$ cat src/hdl/axi_sys_macros.svh
// AXI to system bus bridge widths and acknowledge timeout

`ifndef AXI_SYS_MACROS_SVH
`define AXI_SYS_MACROS_SVH

// --------------------------------------------------
// AXI slave port

`define AXI_DW 32  // data width
`define AXI_AW 32  // address width
`define AXI_IW 12  // id width, as on the gp0 master port

// --------------------------------------------------
// system bus

// cycles after the enable before an access is given up
// also sets the wait counter width in the access stage
`define SYS_ACK_TIMEOUT 16

`endif

$ cat src/hdl/axi_pkg.sv
// AXI channel payload types and response codes for the single-beat slave port
`default_nettype none

`include "axi_sys_macros.svh"

package axi_pkg;

  // --------------------------------------------------
  // response codes

  typedef enum logic [1:0] {
    AXI_OKAY   = 2'b00,  // normal access done
    AXI_SLVERR = 2'b10   // slave error or timeout
  } axi_resp_e;

  // --------------------------------------------------
  // request channels

  typedef struct packed {
    logic [`AXI_IW-1:0] id;    // write address id
    logic [`AXI_AW-1:0] addr;  // write address
  } axi_aw_t;

  typedef struct packed {
    logic [`AXI_DW-1:0]   data;  // write data
    logic [`AXI_DW/8-1:0] strb;  // byte strobes
  } axi_w_t;

  typedef struct packed {
    logic [`AXI_IW-1:0] id;    // read address id
    logic [`AXI_AW-1:0] addr;  // read address
  } axi_ar_t;

  // response channels
  typedef struct packed {
    logic [`AXI_IW-1:0] id;  // copied from aw
    axi_resp_e          resp;
  } axi_b_t;

  typedef struct packed {
    logic [`AXI_IW-1:0] id;    // copied from ar
    logic [`AXI_DW-1:0] data;  // read data
    axi_resp_e          resp;
  } axi_r_t;

endpackage

`default_nettype wire

$ cat src/hdl/sys_bus_pkg.sv
// System bus request, bridge command and response types with bridge enums
`default_nettype none

`include "axi_sys_macros.svh"

package sys_bus_pkg;

  import axi_pkg::*;

  typedef enum logic {
    SYS_WRITE = 1'b0,  // pulses sys_wen
    SYS_READ  = 1'b1   // pulses sys_ren
  } sys_op_e;

  typedef enum logic [1:0] {
    ACC_IDLE   = 2'd0,  // no access running
    ACC_STROBE = 2'd1,  // enable cycle
    ACC_WAIT   = 2'd2   // waiting for ack or err
  } access_state_e;

  // --------------------------------------------------
  // what the bridge puts on the system bus
  typedef struct packed {
    logic [`AXI_AW-1:0]   addr;   // read/write address
    logic [`AXI_DW-1:0]   wdata;  // write data
    logic [`AXI_DW/8-1:0] sel;    // write byte select
  } sys_req_t;

  // capture -> access
  typedef struct packed {
    logic [`AXI_IW-1:0] id;
    sys_op_e            op;
    sys_req_t           req;
  } bus_cmd_t;

  // access -> return
  typedef struct packed {
    logic [`AXI_IW-1:0] id;
    sys_op_e            op;     // picks b or r channel
    logic [`AXI_DW-1:0] rdata;  // zero on error
    axi_resp_e          resp;
  } bus_rsp_t;

endpackage

`default_nettype wire

$ cat src/hdl/axi_req_capture.sv
// Request capture stage, pairs AXI write address and data, arbitrates reads, holds one command
`timescale 1ns/10ps
`default_nettype none

module axi_req_capture import axi_pkg::*, sys_bus_pkg::*; (
  input  wire logic     axi_clk_i,   // global clock
  input  wire logic     rst_i,       // sync reset, active high
  // write address channel
  input  wire axi_aw_t  aw_i,
  input  wire logic     aw_valid_i,
  output logic          aw_ready_o,
  // write data channel
  input  wire axi_w_t   w_i,
  input  wire logic     w_valid_i,
  output logic          w_ready_o,
  // read address channel
  input  wire axi_ar_t  ar_i,
  input  wire logic     ar_valid_i,
  output logic          ar_ready_o,
  // command to access stage
  output bus_cmd_t      cmd_o,
  output logic          cmd_valid_o,
  input  wire logic     cmd_ready_i
);

  bus_cmd_t cmd_q;          // held command
  logic     cmd_valid_q;
  logic     last_wr_q;      // last grant went to a write
  logic     can_load;       // register free this cycle
  logic     wr_pend;        // full write pair present
  logic     rd_pend;
  logic     wr_wins;
  logic     rd_wins;
  logic     wr_go;          // aw and w taken
  logic     rd_go;          // ar taken

  // --------------------------------------------------
  // arbitration

  assign can_load = !cmd_valid_q || cmd_ready_i;  // empty or draining now
  assign wr_pend  = aw_valid_i && w_valid_i;
  assign rd_pend  = ar_valid_i;

  // write first after reset, then alternate on contention
  assign wr_wins = wr_pend && (!rd_pend || !last_wr_q);
  assign rd_wins = rd_pend && !wr_wins;

  // ready high when idle, low while only half of a write pair is there
  assign aw_ready_o = can_load && !rd_wins && !(aw_valid_i ^ w_valid_i);
  assign w_ready_o  = aw_ready_o;                 // both beats move together
  assign ar_ready_o = can_load && !wr_wins;

  assign wr_go = wr_pend && aw_ready_o;
  assign rd_go = ar_valid_i && ar_ready_o;

  // --------------------------------------------------
  // control state

  always_ff @(posedge axi_clk_i) begin
    if (rst_i) begin
      cmd_valid_q <= 1'b0;
      last_wr_q   <= 1'b0;                        // write has first go
    end else begin
      if (wr_go || rd_go)
        cmd_valid_q <= 1'b1;
      else if (cmd_ready_i)
        cmd_valid_q <= 1'b0;                      // taken, nothing new
      if (wr_go)
        last_wr_q <= 1'b1;
      else if (rd_go)
        last_wr_q <= 1'b0;
    end
  end

  // command payload
  always_ff @(posedge axi_clk_i) begin
    if (wr_go) begin
      cmd_q.id        <= aw_i.id;
      cmd_q.op        <= SYS_WRITE;
      cmd_q.req.addr  <= aw_i.addr;
      cmd_q.req.wdata <= w_i.data;
      cmd_q.req.sel   <= w_i.strb;
    end else if (rd_go) begin
      cmd_q.id        <= ar_i.id;
      cmd_q.op        <= SYS_READ;
      cmd_q.req.addr  <= ar_i.addr;
      cmd_q.req.wdata <= '0;                      // unused on reads
      cmd_q.req.sel   <= '0;
    end
  end

  assign cmd_o       = cmd_q;
  assign cmd_valid_o = cmd_valid_q;

endmodule

`default_nettype wire

$ cat src/hdl/sys_bus_access.sv
// System bus access stage, one enable strobe per command, waits for ack or err with a timeout
`timescale 1ns/10ps
`default_nettype none

`include "axi_sys_macros.svh"

module sys_bus_access import axi_pkg::*, sys_bus_pkg::*; (
  input  wire logic               axi_clk_i,    // global clock
  input  wire logic               rst_i,        // sync reset, active high
  // command from capture stage
  input  wire bus_cmd_t           cmd_i,
  input  wire logic               cmd_valid_i,
  output logic                    cmd_ready_o,
  // result to return stage
  output bus_rsp_t                rsp_o,
  output logic                    rsp_valid_o,
  input  wire logic               rsp_ready_i,
  // system bus
  output sys_req_t                sys_req_o,    // addr, wdata, sel
  output logic                    sys_wen_o,    // write enable
  output logic                    sys_ren_o,    // read enable
  input  wire logic [`AXI_DW-1:0] sys_rdata_i,  // read data
  input  wire logic               sys_ack_i,    // acknowledge
  input  wire logic               sys_err_i     // error indicator
);

  localparam int CNT_W = $clog2(`SYS_ACK_TIMEOUT);

  access_state_e      state_q;
  logic [CNT_W-1:0]   cnt_q;       // wait cycles so far
  bus_cmd_t           cmd_q;       // command in service
  logic [`AXI_DW-1:0] rdata_q;
  axi_resp_e          resp_q;
  logic               rsp_valid_q; // unread result
  logic               take;
  logic               timeout;
  logic               done;        // access ends this cycle
  logic               ok;

  // --------------------------------------------------
  // handshake and end of access

  assign cmd_ready_o = (state_q == ACC_IDLE) && !rsp_valid_q;
  assign take        = cmd_valid_i && cmd_ready_o;
  assign timeout     = (cnt_q == CNT_W'(`SYS_ACK_TIMEOUT - 1));  // last wait cycle
  assign done        = (state_q == ACC_WAIT) && (sys_ack_i || sys_err_i || timeout);
  assign ok          = sys_ack_i && !sys_err_i;                  // err wins over ack

  always_ff @(posedge axi_clk_i) begin
    if (rst_i) begin
      state_q     <= ACC_IDLE;
      cnt_q       <= '0;
      rsp_valid_q <= 1'b0;
    end else begin
      case (state_q)
        ACC_IDLE:   if (take) state_q <= ACC_STROBE;
        ACC_STROBE: begin
          state_q <= ACC_WAIT;
          cnt_q   <= '0;
        end
        ACC_WAIT: begin
          if (done)
            state_q <= ACC_IDLE;
          else
            cnt_q <= cnt_q + 1'b1;
        end
        default:    state_q <= ACC_IDLE;
      endcase
      if (done)
        rsp_valid_q <= 1'b1;                   // offered next cycle
      else if (rsp_ready_i)
        rsp_valid_q <= 1'b0;
    end
  end

  // payload registers
  always_ff @(posedge axi_clk_i) begin
    if (take)
      cmd_q <= cmd_i;
    if (done) begin
      resp_q  <= ok ? AXI_OKAY : AXI_SLVERR;
      rdata_q <= (ok && cmd_q.op == SYS_READ) ? sys_rdata_i : '0;
    end
  end

  // --------------------------------------------------
  // outputs

  assign sys_req_o = cmd_q.req;                  // stable until done
  assign sys_wen_o = (state_q == ACC_STROBE) && (cmd_q.op == SYS_WRITE);
  assign sys_ren_o = (state_q == ACC_STROBE) && (cmd_q.op == SYS_READ);

  assign rsp_o.id    = cmd_q.id;
  assign rsp_o.op    = cmd_q.op;
  assign rsp_o.rdata = rdata_q;
  assign rsp_o.resp  = resp_q;
  assign rsp_valid_o = rsp_valid_q;

endmodule

`default_nettype wire

$ cat src/hdl/axi_rsp_return.sv
// Response return stage, holds one result and steers it to the AXI write response or read data channel
`timescale 1ns/10ps
`default_nettype none

module axi_rsp_return import axi_pkg::*, sys_bus_pkg::*; (
  input  wire logic     axi_clk_i,  // global clock
  input  wire logic     rst_i,      // sync reset, active high
  // result from access stage
  input  wire bus_rsp_t rsp_i,
  input  wire logic     rsp_valid_i,
  output logic          rsp_ready_o,
  // write response channel
  output axi_b_t        b_o,
  output logic          b_valid_o,
  input  wire logic     b_ready_i,
  // read data channel
  output axi_r_t        r_o,
  output logic          r_valid_o,
  input  wire logic     r_ready_i
);

  bus_rsp_t rsp_q;
  logic     full_q;
  logic     fire;  // held response leaves this cycle

  assign b_valid_o   = full_q && (rsp_q.op == SYS_WRITE);
  assign r_valid_o   = full_q && (rsp_q.op == SYS_READ);
  assign fire        = (b_valid_o && b_ready_i) || (r_valid_o && r_ready_i);
  assign rsp_ready_o = !full_q || fire;          // refill in the same cycle

  always_ff @(posedge axi_clk_i) begin
    if (rst_i)
      full_q <= 1'b0;
    else if (rsp_valid_i && rsp_ready_o)
      full_q <= 1'b1;
    else if (fire)
      full_q <= 1'b0;
  end

  always_ff @(posedge axi_clk_i) begin
    if (rsp_valid_i && rsp_ready_o)
      rsp_q <= rsp_i;
  end

  // payloads follow the held response
  assign b_o.id   = rsp_q.id;
  assign b_o.resp = rsp_q.resp;
  assign r_o.id   = rsp_q.id;
  assign r_o.data = rsp_q.rdata;
  assign r_o.resp = rsp_q.resp;

endmodule

`default_nettype wire

$ cat src/hdl/axi_sys_bridge.sv
// AXI slave to system bus bridge top, capture, access and return stages in a chain
`timescale 1ns/10ps
`default_nettype none

`include "axi_sys_macros.svh"

module axi_sys_bridge import axi_pkg::*, sys_bus_pkg::*; (
  input  wire logic               axi_clk_i,    // global clock
  input  wire logic               rst_i,        // sync reset, active high
  // AXI slave port
  input  wire axi_aw_t            aw_i,
  input  wire logic               aw_valid_i,
  output logic                    aw_ready_o,
  input  wire axi_w_t             w_i,
  input  wire logic               w_valid_i,
  output logic                    w_ready_o,
  input  wire axi_ar_t            ar_i,
  input  wire logic               ar_valid_i,
  output logic                    ar_ready_o,
  output axi_b_t                  b_o,
  output logic                    b_valid_o,
  input  wire logic               b_ready_i,
  output axi_r_t                  r_o,
  output logic                    r_valid_o,
  input  wire logic               r_ready_i,
  // system bus
  output sys_req_t                sys_req_o,
  output logic                    sys_wen_o,
  output logic                    sys_ren_o,
  input  wire logic [`AXI_DW-1:0] sys_rdata_i,
  input  wire logic               sys_ack_i,
  input  wire logic               sys_err_i
);

  bus_cmd_t cmd;        // capture -> access
  logic     cmd_valid;
  logic     cmd_ready;
  bus_rsp_t rsp;        // access -> return
  logic     rsp_valid;
  logic     rsp_ready;

  // --------------------------------------------------
  // stages

  axi_req_capture u_capture (
    .axi_clk_i   (axi_clk_i),
    .rst_i       (rst_i),
    .aw_i        (aw_i),
    .aw_valid_i  (aw_valid_i),
    .aw_ready_o  (aw_ready_o),
    .w_i         (w_i),
    .w_valid_i   (w_valid_i),
    .w_ready_o   (w_ready_o),
    .ar_i        (ar_i),
    .ar_valid_i  (ar_valid_i),
    .ar_ready_o  (ar_ready_o),
    .cmd_o       (cmd),
    .cmd_valid_o (cmd_valid),
    .cmd_ready_i (cmd_ready)
  );

  sys_bus_access u_access (
    .axi_clk_i   (axi_clk_i),
    .rst_i       (rst_i),
    .cmd_i       (cmd),
    .cmd_valid_i (cmd_valid),
    .cmd_ready_o (cmd_ready),
    .rsp_o       (rsp),
    .rsp_valid_o (rsp_valid),
    .rsp_ready_i (rsp_ready),
    .sys_req_o   (sys_req_o),
    .sys_wen_o   (sys_wen_o),
    .sys_ren_o   (sys_ren_o),
    .sys_rdata_i (sys_rdata_i),
    .sys_ack_i   (sys_ack_i),
    .sys_err_i   (sys_err_i)
  );

  axi_rsp_return u_return (
    .axi_clk_i   (axi_clk_i),
    .rst_i       (rst_i),
    .rsp_i       (rsp),
    .rsp_valid_i (rsp_valid),
    .rsp_ready_o (rsp_ready),
    .b_o         (b_o),
    .b_valid_o   (b_valid_o),
    .b_ready_i   (b_ready_i),
    .r_o         (r_o),
    .r_valid_o   (r_valid_o),
    .r_ready_i   (r_ready_i)
  );

endmodule

`default_nettype wire

$ cat config.mk
export PLATFORM = sky130hd
export DESIGN_NAME = axi_sys_bridge
export DESIGN_NICKNAME = d
export VERILOG_FILES = /design/src/hdl/axi_pkg.sv /design/src/hdl/sys_bus_pkg.sv /design/src/hdl/axi_req_capture.sv /design/src/hdl/sys_bus_access.sv /design/src/hdl/axi_rsp_return.sv /design/src/hdl/axi_sys_bridge.sv
export VERILOG_INCLUDE_DIRS = /design/src /design/src/hdl
export SDC_FILE = /design/constraint.sdc
export NUM_CORES = 1
export LEC_CHECK = 0
export ABC_AREA = 1
export BUFFER_PORTS_ARGS = -buffer_cell sky130_fd_sc_hd__clkbuf_2
export CORE_MARGIN = 8
export CORE_UTILIZATION = 30
export CTS_CLUSTER_DIAMETER = 80
export DETAILED_ROUTE_END_ITERATION = 8
export PLACE_DENSITY_LB_ADDON = 0.12
export SLEW_MARGIN = 20
export SYNTH_ARGS = -nofsm -noshare
export SYNTH_HDL_FRONTEND = slang
export SYNTH_SLANG_ARGS = --single-unit
$ cat constraint.sdc
create_clock -name axi_clk_i -period 6.7 [get_ports axi_clk_i]
set_clock_uncertainty 0.05 [all_clocks]
set_input_delay 0.335 -clock axi_clk_i [delete_from_list [all_inputs] [get_ports axi_clk_i]]
set_output_delay 0.335 -clock axi_clk_i [all_outputs]
set_load 0.005 [all_outputs]
Word-level counts from Yosys, hierarchy flattened
Cells that the tools add are included.
{"block": "word_totals", "reg_bits": 253, "wordCells": 92, "inputBits": 165, "output_inout_bits": 135}
{"block": "op_classes", "n_mux": 16, "bitwise_logic": 3, "n_eq_ne": 6, "n_reduce_logical": 44, "add_sub_neg": 1}
{"op": "$mux W81", "n": 2}
{"op": "$logic_and A1 B1 Y1", "n": 20}
{"op": "$reduce_bool A2 Y1", "n": 5}
{"op": "$logic_not A1 Y1", "n": 9}
{"op": "$mux W1", "n": 8}
{"op": "$pmux W4 S2", "n": 1}
{"op": "$logic_or A1 B1 Y1", "n": 7}
{"op": "$mux W2", "n": 3}
{"op": "$pmux W2 S3", "n": 1}
{"op": "$add A4 B1 Y4 const B", "n": 1}
{"op": "$eq A4 B4 Y1 const B", "n": 1}
{"op": "$mux W4", "n": 1}
{"op": "$ne A2 B1 Y1 const B", "n": 2}
{"op": "$reduce_and A2 Y1", "n": 2}
{"op": "$eq A2 B1 Y1 const B", "n": 1}
{"op": "$eq A2 B2 Y1 const B", "n": 1}
{"op": "$logic_not A2 Y1", "n": 1}
{"op": "$ne A2 B2 Y1 const B", "n": 1}
{"op": "$not A1 Y1", "n": 2}
{"op": "$xor A1 B1 Y1", "n": 1}

Longest topological paths before layout
Gate-level depths: netlist (run 1).
{"block": "logic_depth", "depth_word": 11, "ltp_mapped": 8}

By module
A second synthesis (run 1) with hierarchy kept.
{"block": "unflattened", "cells_unflattened": 695, "hier_area_um2": 9546.7}
{"module": "sys_bus_access", "area_each_um2": 4085.2, "cells_each": 241, "n_inst": 1}
{"module": "axi_req_capture", "area_each_um2": 3512.1, "cells_each": 329, "n_inst": 1}
{"module": "axi_rsp_return", "area_each_um2": 1949.4, "cells_each": 125, "n_inst": 1}

Worst setup path before layout (run 1)
No wires, ideal clock.
{"block": "synth_path", "kind": "reg2reg", "from": "reg u_access.state_q[0]", "to": "reg u_access.cmd_q, in the netlist u_access.rsp_o[34], enable pin", "period_less_slack_ns": 4.448, "n_path_buf": 0, "path_stages_with_launch": 4, "setup_ns": 0.521, "setup_slack_ns": 2.252, "arrival_time_ns": 3.876, "required_time_ns": 6.129, "path_cell_list": "dfxtp_1 > inv_2 > nand3_1 > nor2_1"}
{"block": "synth_between", "elab_chain_len": 3}
{"element": "start: declaration", "line": "sys_bus_access.sv:29", "source": "access_state_e state_q;"}
{"element": "start signal: assignment", "line": "sys_bus_access.sv:51", "source": "state_q <= ACC_IDLE;"}
{"element": "start signal: assignment", "line": "sys_bus_access.sv:56", "source": "ACC_IDLE: if (take) state_q <= ACC_STROBE;"}
{"element": "start signal: assignment", "line": "sys_bus_access.sv:58", "source": "state_q <= ACC_WAIT;"}
{"element": "$logic_not A2 Y1", "line": "sys_bus_access.sv:43", "source": "assign cmd_ready_o = (state_q == ACC_IDLE) && !rsp_valid_q;"}
{"element": "$logic_and A1 B1 Y1", "line": "sys_bus_access.sv:43"}
{"element": "$logic_and A1 B1 Y1", "line": "sys_bus_access.sv:44", "source": "assign take = cmd_valid_i && cmd_ready_o;"}
{"element": "net u_access.take", "line": "sys_bus_access.sv:35", "source": "logic take;"}
{"element": "end signal: assignment", "line": "sys_bus_access.sv:79", "source": "cmd_q <= cmd_i;"}
{"element": "end: declaration", "line": "sys_bus_access.sv:31", "source": "bus_cmd_t cmd_q;"}
The timed path passes the listed nets, and every way through them passes these cells.
A chain may end at the register's enable or synchronous reset.

Final worst setup path (run 1)
{"block": "layout_path", "from": "in aw_valid_i", "to": "reg u_capture.cmd_q, in the netlist u_capture.cmd_o[3], enable pin"}
{"block": "layout_between", "elab_chain_len": 9}
{"element": "start: declaration", "line": "axi_sys_bridge.sv:12", "source": "input wire logic aw_valid_i,"}
{"element": "$logic_and A1 B1 Y1", "line": "axi_req_capture.sv:41", "source": "assign wr_pend = aw_valid_i && w_valid_i;"}
{"element": "$logic_and A1 B1 Y1", "line": "axi_req_capture.sv:45", "source": "assign wr_wins = wr_pend && (!rd_pend || !last_wr_q);"}
{"element": "$logic_not A1 Y1", "line": "axi_req_capture.sv:46, axi_req_capture.sv:51"}
{"element": "$logic_and A1 B1 Y1", "line": "axi_req_capture.sv:46", "source": "assign rd_wins = rd_pend && !wr_wins;"}
{"element": "$logic_not A1 Y1", "line": "axi_req_capture.sv:49", "source": "assign aw_ready_o = can_load && !rd_wins && !(aw_valid_i ^ w_valid_i);"}
{"element": "$logic_and A1 B1 Y1 (2 in a row)", "line": "axi_req_capture.sv:49"}
{"element": "$logic_and A1 B1 Y1", "line": "axi_req_capture.sv:53", "source": "assign wr_go = wr_pend && aw_ready_o;"}
{"element": "$reduce_bool A2 Y1 (no line) *"}
{"element": "end: declaration", "line": "axi_req_capture.sv:26", "source": "bus_cmd_t cmd_q;"}
Mark *: on every way between the ends. The rest lies on a longest branch, timed or not.

==> impl_metrics.csv, run 1 <==
group,metric,value,unit
synthesis,synth_top_family_by_area,"simple AND/OR/NAND/NOR gates",
placement,post-dp-hpwl,16800,microns
synthesis,yosys.area_share.simple,0.111,
synthesis,synth_seq_cells,251,
worst_setup_path,reg2regPathDepth,6,
sta,maxSlewHeadroom,0.294,
route,viasPerCell,4.12,
floorplan,core,31500,sq um
clocking,clk_path_buf_depth,3,
route,wl_per_cell,17.2,microns
cells_and_area,syn_to_final_growth,24.7,%
sta,max_freq,0.235,GHz
clocking,cts_buffers,28,
power_and_ir_drop,p_switching,750,uW
sta,setup_viol,0,
worst_setup_path,path_max_fanout,71,
sta,post-route-worst-setup-slack,2450,ps
floorplan,dieArea,37800,sq um
clocking,htreeDepth,1,
flow_run,max-cap-violations,0,
route,drt_iter0_markers,192,
sta,slew_viol_final,0,
synthesis,synth_compound_area_frac,0.0102,
clocking,cts.sinks,251,
floorplan,dieHeight,194,microns
global_route,antenna_found_initial,4,
clocking,root_buffer,"clkbuf_16",
power_and_ir_drop,seqPwrFrac,0.526,
power_and_ir_drop,ir_drop,0.164,mV
clocking,worstSkewPairLatency,520,ps
synthesis,synth-edff-count,240,
route,dr.pass1.iters,4,
synthesis,synthAdderAreaFrac,0.00262,
synthesis,syn_avg_cell_area,13.9,sq um
synthesis,yosysMostFrequentCell,"edfxtp_1",
clocking,post_cts_resized,0,
synthesis,yosysUniqueCellTypes,26,
synthesis,yosys.area.top_type,"edfxtp_1",
cells_and_area,final_layout_size_suffix_gt1_frac,0.381,
global_route,grt_max_degree,72,
synthesis,netlist_instances,686,
synthesis,yosys-top-cells-area,"edfxtp_1 76%, buf_4 5.3%, nand2_1 4.1%",
power_and_ir_drop,switching_share,0.213,
sta,setup_tns,0,ps
worst_setup_path,worstPathRequired,6790,ps
synthesis,syn_area,9550,sq um
sta,hold_viol,0,
power_and_ir_drop,pwr-share-clk,0.411,
synthesis,synth_common_cells,"240 x edfxtp_1, 105 x nand2_1, 84 x inv_1",
sta,rsz0062_at_grt,"no",
power_and_ir_drop,share_comb_of_total_power,0.063,
route,drcViolationCount,0,
synthesis,synth_warnings,0,
global_route,first_global_vias,5957,
placement,portBuffers,297,
synthesis,synth_xor_area_frac,0,
worst_hold_path,holdPathStages,3,
power_and_ir_drop,p_leak,5.18,nW
power_and_ir_drop,powerDensity,296,nW/um^2
synthesis,yosys-mux-area-fraction,0,
floorplan,rows,65,
sta,finalCriticalPeriod,4250,ps
global_route,overflow,0,
placement,pre_cts_ws,1300,ps
sta,fin_crit_sh,0.634,
floorplan,start_util,0.303,
placement,gp_congestion,0.795,
synthesis,synth-main-ff-cell,"edfxtp_1",
global_route,grt_usage,0.119,
power_and_ir_drop,cellInternalPower,2.77,mW
floorplan,fp.dieW,194,microns
global_route,grt_pass1_wl,35200,microns
route,antenna_left,0,
worst_setup_path,critPathLaunchType,"input port",
route,wirelength,23400,microns
synthesis,async_flop_share,0,
worst_setup_path,crit_type,"input port to register",
worst_hold_path,worstHoldPathType,"input port to register",
cells_and_area,nets,1100,
synthesis,synth_top_area_frac,0.755,
outcome,outcome,"completed",
clocking,cts_tree,"built",
floorplan,boundaryPins,300,
worst_setup_path,cp.arrival,4340,ps
clocking,cts.reportedPaths.clkPinSlew,60,ps
route,num_vias,5597,
worst_setup_path,endpoint_kind,"register",
synthesis,synth_seq_area_share,0.778,
sta,worstMarginPinSlew,1060,ps
-- stage by stage --
stage | util | cells | cell area [sq um] | hold WS, ps | total power [mW]
3_3_place_gp | 0.350 | 1304 | 11000 | 351 | 2.12
3_5_place_dp | 0.350 | 1304 | 11000 | 355 | 2.12
6_report | 0.378 | 1359 | 11900 | 29.2 | 3.52
5_1_grt | 0.378 | 1358 | 11900 | 2.82 | 3.67
4_1_cts | 0.378 | 1356 | 11900 | 1.43 | 3.59
2_1_floorplan | - | 687 | 9550 | 350 | 1.99
-- sequential cells by signal (all words and copies together), names as in the netlist --
name	cells
u_capture.cmd_o	81
u_access.sys_req_o	68
u_access.rdata_q	32
u_return.r_o	32
u_access.rsp_o	13
u_return.b_o	13
u_access.cnt_q	4
u_access.state_q	2
u_access.resp_q	1
u_access.rsp_valid_o	1
u_capture.cmd_valid_o	1
u_capture.last_wr_q	1
u_return.full_q	1
u_return.rsp_q	1
-- final timing paths --
path | startpoint | end | slack [ps]
setup / recovery | aw_valid_i | u_capture.cmd_o[3] | 2450
hold / removal | ar_i[27] | u_capture.cmd_o[63] | 30
setup reg to reg | u_capture.last_wr_q | u_capture.cmd_o[3] | 2900
hold reg to reg | u_capture.cmd_o[10] | u_access.sys_req_o[10] | 360
-- critical path, cell delays in order --
cell	delay [ps]
clkbuf_2	90
ha_2	840
a21boi_4	160
nor2_4	830
nand3_4	760
nand2_4	390
buf_4	780
-- repair_timing --
action | in CTS | in global routing
endpoints found under the setup margin | 0 | 0
hold buffers | 1 | 0
hold endpoints to repair | 1 | 0
buffers inserted | 0 | 0
-- cell usage in the layout (no fill, tap or decap), types with 3 or more instances in the layout --
| cell | count |
|---|---|
| buf_4 | 5 |
| diode_2 | 3 |
| clkbuf_16 | 29 |
| clkinv_2 | 8 |
| inv_2 | 5 |
| edfxtp_1 | 240 |
| clkbuf_1 | 7 |
| clkinv_1 | 5 |
| nand4_1 | 45 |
| a21oi_1 | 9 |
| inv_1 | 84 |
| nor2_2 | 9 |
| nand2_1 | 104 |
| o21ai_0 | 3 |
| nand3_1 | 7 |
| clkbuf_2 | 297 |
| nor2_4 | 3 |
| dfxtp_1 | 11 |
| nor2_1 | 67 |
-- logic make-up after synthesis --
kind of cell	after synthesis
AOI/OAI and AO/OA	16
adders and majority gates	2
buffers and inverters	176
DFF	251
other	1
and+or+nand+nor	240
-- routing by layer --
layer,global-route usage,vias up,part of all wire,wire [microns]
met5,0,-,0.00056,13
met4,0.0351,2,0.024,565
met3,0.0653,38,0.12,2830
met2,0.189,242,0.44,10400
met1,0.137,2542,0.41,9560
li1,-,2773,-,-
-- power groups by stage --
| stage | Clock, mW | Combinational, mW | Sequential, mW |
|---|---|---|---|
| floorplan | 0 | 0.101 | 1.89 |
| finish | 1.45 | 0.221 | 1.85 |
| global placement | 0 | 0.229 | 1.89 |
| detailed placement | 0 | 0.229 | 1.89 |
| global route | 1.56 | 0.250 | 1.86 |
| CTS | 1.51 | 0.230 | 1.86 |
-- layout make-up --
type | count | area, sq um
Clock inverter | 15 | 119
Inverter | 89 | 334
Clock buffer | 36 | 752
Fill cell | 3112 | 19600
Tap cell | 402 | 503
Sequential cell | 251 | 7430
Multi-Input combinational cell | 260 | 1230
Timing Repair Buffer | 303 | 1530
Antenna cell | 3 | 7.51
Note: power is estimated with default switching activity, not from simulation.
==> inputs of run 2 (changes only) <==
==> constraint.sdc (replaced) <==
create_clock -name axi_clk_i -period 4.4 [get_ports axi_clk_i]
set_clock_uncertainty 0.05 [all_clocks]
set_input_delay 0.22 -clock axi_clk_i [delete_from_list [all_inputs] [get_ports axi_clk_i]]
set_output_delay 0.22 -clock axi_clk_i [all_outputs]
set_load 0.005 [all_outputs]
==> impl_metrics.csv, run 2 (synthesis results as in run 1) <==
group,metric,value,unit
clocking,root_buffer,"clkbuf_16",
floorplan,boundaryPins,300,
sta,fin_crit_sh,0.634,
floorplan,dieHeight,194,microns
global_route,grt_max_degree,71,
power_and_ir_drop,share_comb_of_total_power,0.084,
clocking,clk_path_buf_depth,3,
global_route,overflow,0,
power_and_ir_drop,powerDensity,409,nW/um^2
worst_setup_path,path_max_fanout,45,
placement,placedCellCount,1308,
placement,dpl-instance-area,11000,sq um
cells_and_area,final_cells,1516,
floorplan,rows,65,
sta,slew_viol_final,0,
outcome,outcome,"completed",
global_route,antenna_found_initial,1,
global_route,grt_pass1_wl,37500,microns
route,wl_per_cell,15.9,microns
worst_setup_path,endpoint_kind,"register",
floorplan,core,31500,sq um
cells_and_area,final_common_cell,"clkbuf_2",
route,num_vias,6226,
worst_hold_path,worstHoldPathType,"input port to register",
sta,finalCriticalPeriod,2790,ps
sta,maxSlewHeadroom,0.353,
clocking,cts_buffers,28,
worst_setup_path,crit_type,"register to register",
floorplan,start_util,0.303,
placement,portBuffers,297,
route,viasPerCell,4.11,
clocking,cts_tree,"built",
sta,worstMarginPinSlew,970,ps
clocking,htreeDepth,1,
route,drt_iter0_markers,197,
global_route,grt_usage,0.124,
global_route,first_global_vias,6756,
floorplan,dieArea,37800,sq um
power_and_ir_drop,switching_share,0.216,
clocking,cts.sinks,251,
sta,setup_viol,0,
power_and_ir_drop,ir_drop,0.264,mV
power_and_ir_drop,seqPwrFrac,0.512,
power_and_ir_drop,p_leak,5.92,nW
power_and_ir_drop,cellInternalPower,4.33,mW
clocking,post_cts_resized,0,
placement,gp_congestion,0.740,
clocking,cts_setup_buffers,0,
cells_and_area,final_cell_mix,"297 x clkbuf_2, 240 x edfxtp_1, 158 x dlygate4sd3_1",
power_and_ir_drop,pwr-share-clk,0.404,
cells_and_area,nets,1261,
clocking,worstSkewPairLatency,530,ps
worst_setup_path,cp.arrival,3130,ps
route,drcViolationCount,0,
sta,setup_tns,0,ps
clocking,cts.reportedPaths.clkPinSlew,60,ps
power_and_ir_drop,p_switching,1.19,mW
cells_and_area,final_layout_size_suffix_gt1_frac,0.331,
placement,post-dp-hpwl,16800,microns
cells_and_area,largest_reg_flops,81,
sta,max_freq,0.359,GHz
flow_run,max-cap-violations,0,
route,antenna_left,0,
worst_setup_path,worstPathRequired,4740,ps
route,wirelength,24100,microns
sta,worst_hold_slack,49.4,ps
cells_and_area,syn_to_final_growth,41.6,%
sta,post-route-worst-setup-slack,1610,ps
sta,rsz0062_at_grt,"no",
floorplan,fp.dieW,194,microns
route,dr.pass1.iters,4,
cells_and_area,postLayoutCellArea,13500,sq um
clocking,postCtsHoldBufs,158,
worst_setup_path,critPathLaunchType,"register",
sta,hold_viol,0,
placement,pre_cts_ws,1560,ps
[run 2: layer usage]
layer / up-vias / global-route usage / share of wire
li1: 3087 / - / -
met1: 2880 / 0.145 / 0.41
met2: 223 / 0.203 / 0.47
met3: 36 / 0.0582 / 0.11
met4: 0 / 0.0322 / 0.018
met5: - / 0 / 0
[run 2: layout make-up]
class | instances | area [sq um]
antenna | 1 | 2.50
clock buffer | 33 | 741
clock inverter | 16 | 139
fill | 2998 | 18000
inverter | 89 | 334
multi-input combinational | 260 | 1220
sequential | 251 | 7430
tap | 402 | 503
timing repair buffer | 464 | 3150
[run 2: path summary, 6_finish.rpt]
kind                        startpoint                      to  slack (ps)  cells after the start
setup / recovery  u_access.rsp_valid_o     u_capture.cmd_o[76]        1610                      8
hold / removal                aw_i[42]     u_capture.cmd_o[79]          50                      3
setup reg to reg  u_access.rsp_valid_o     u_capture.cmd_o[76]        1610                      8
hold reg to reg    u_capture.cmd_o[49]  u_access.sys_req_o[49]         360                      0
[run 2: power by group through the flow]
stage	combinational (mW)	clock, mW	sequential [mW]
2_1_floorplan	0.154	0	2.88
3_3_place_gp	0.350	0	2.87
3_5_place_dp	0.349	0	2.88
4_1_cts	0.474	2.32	2.83
5_1_grt	0.515	2.40	2.84
6_report	0.462	2.23	2.83
[run 2: critical path, stage by stage, from the launching register on]
cell	delay [ps]
dfxtp_1	330
inv_2	80
nand3_1	180
nand2_2	370
nand2_1	210
inv_2	640
nand2_1	120
nand2_1	110
dlygate4sd3_1	550
[run 2: per-stage QoR]
step / utilization / power, mW
detailed placement: 0.351 / 3.23
finish: 0.429 / 5.52
floorplan: - / 3.03
global route: 0.429 / 5.75
CTS: 0.429 / 5.62
global placement: 0.351 / 3.22
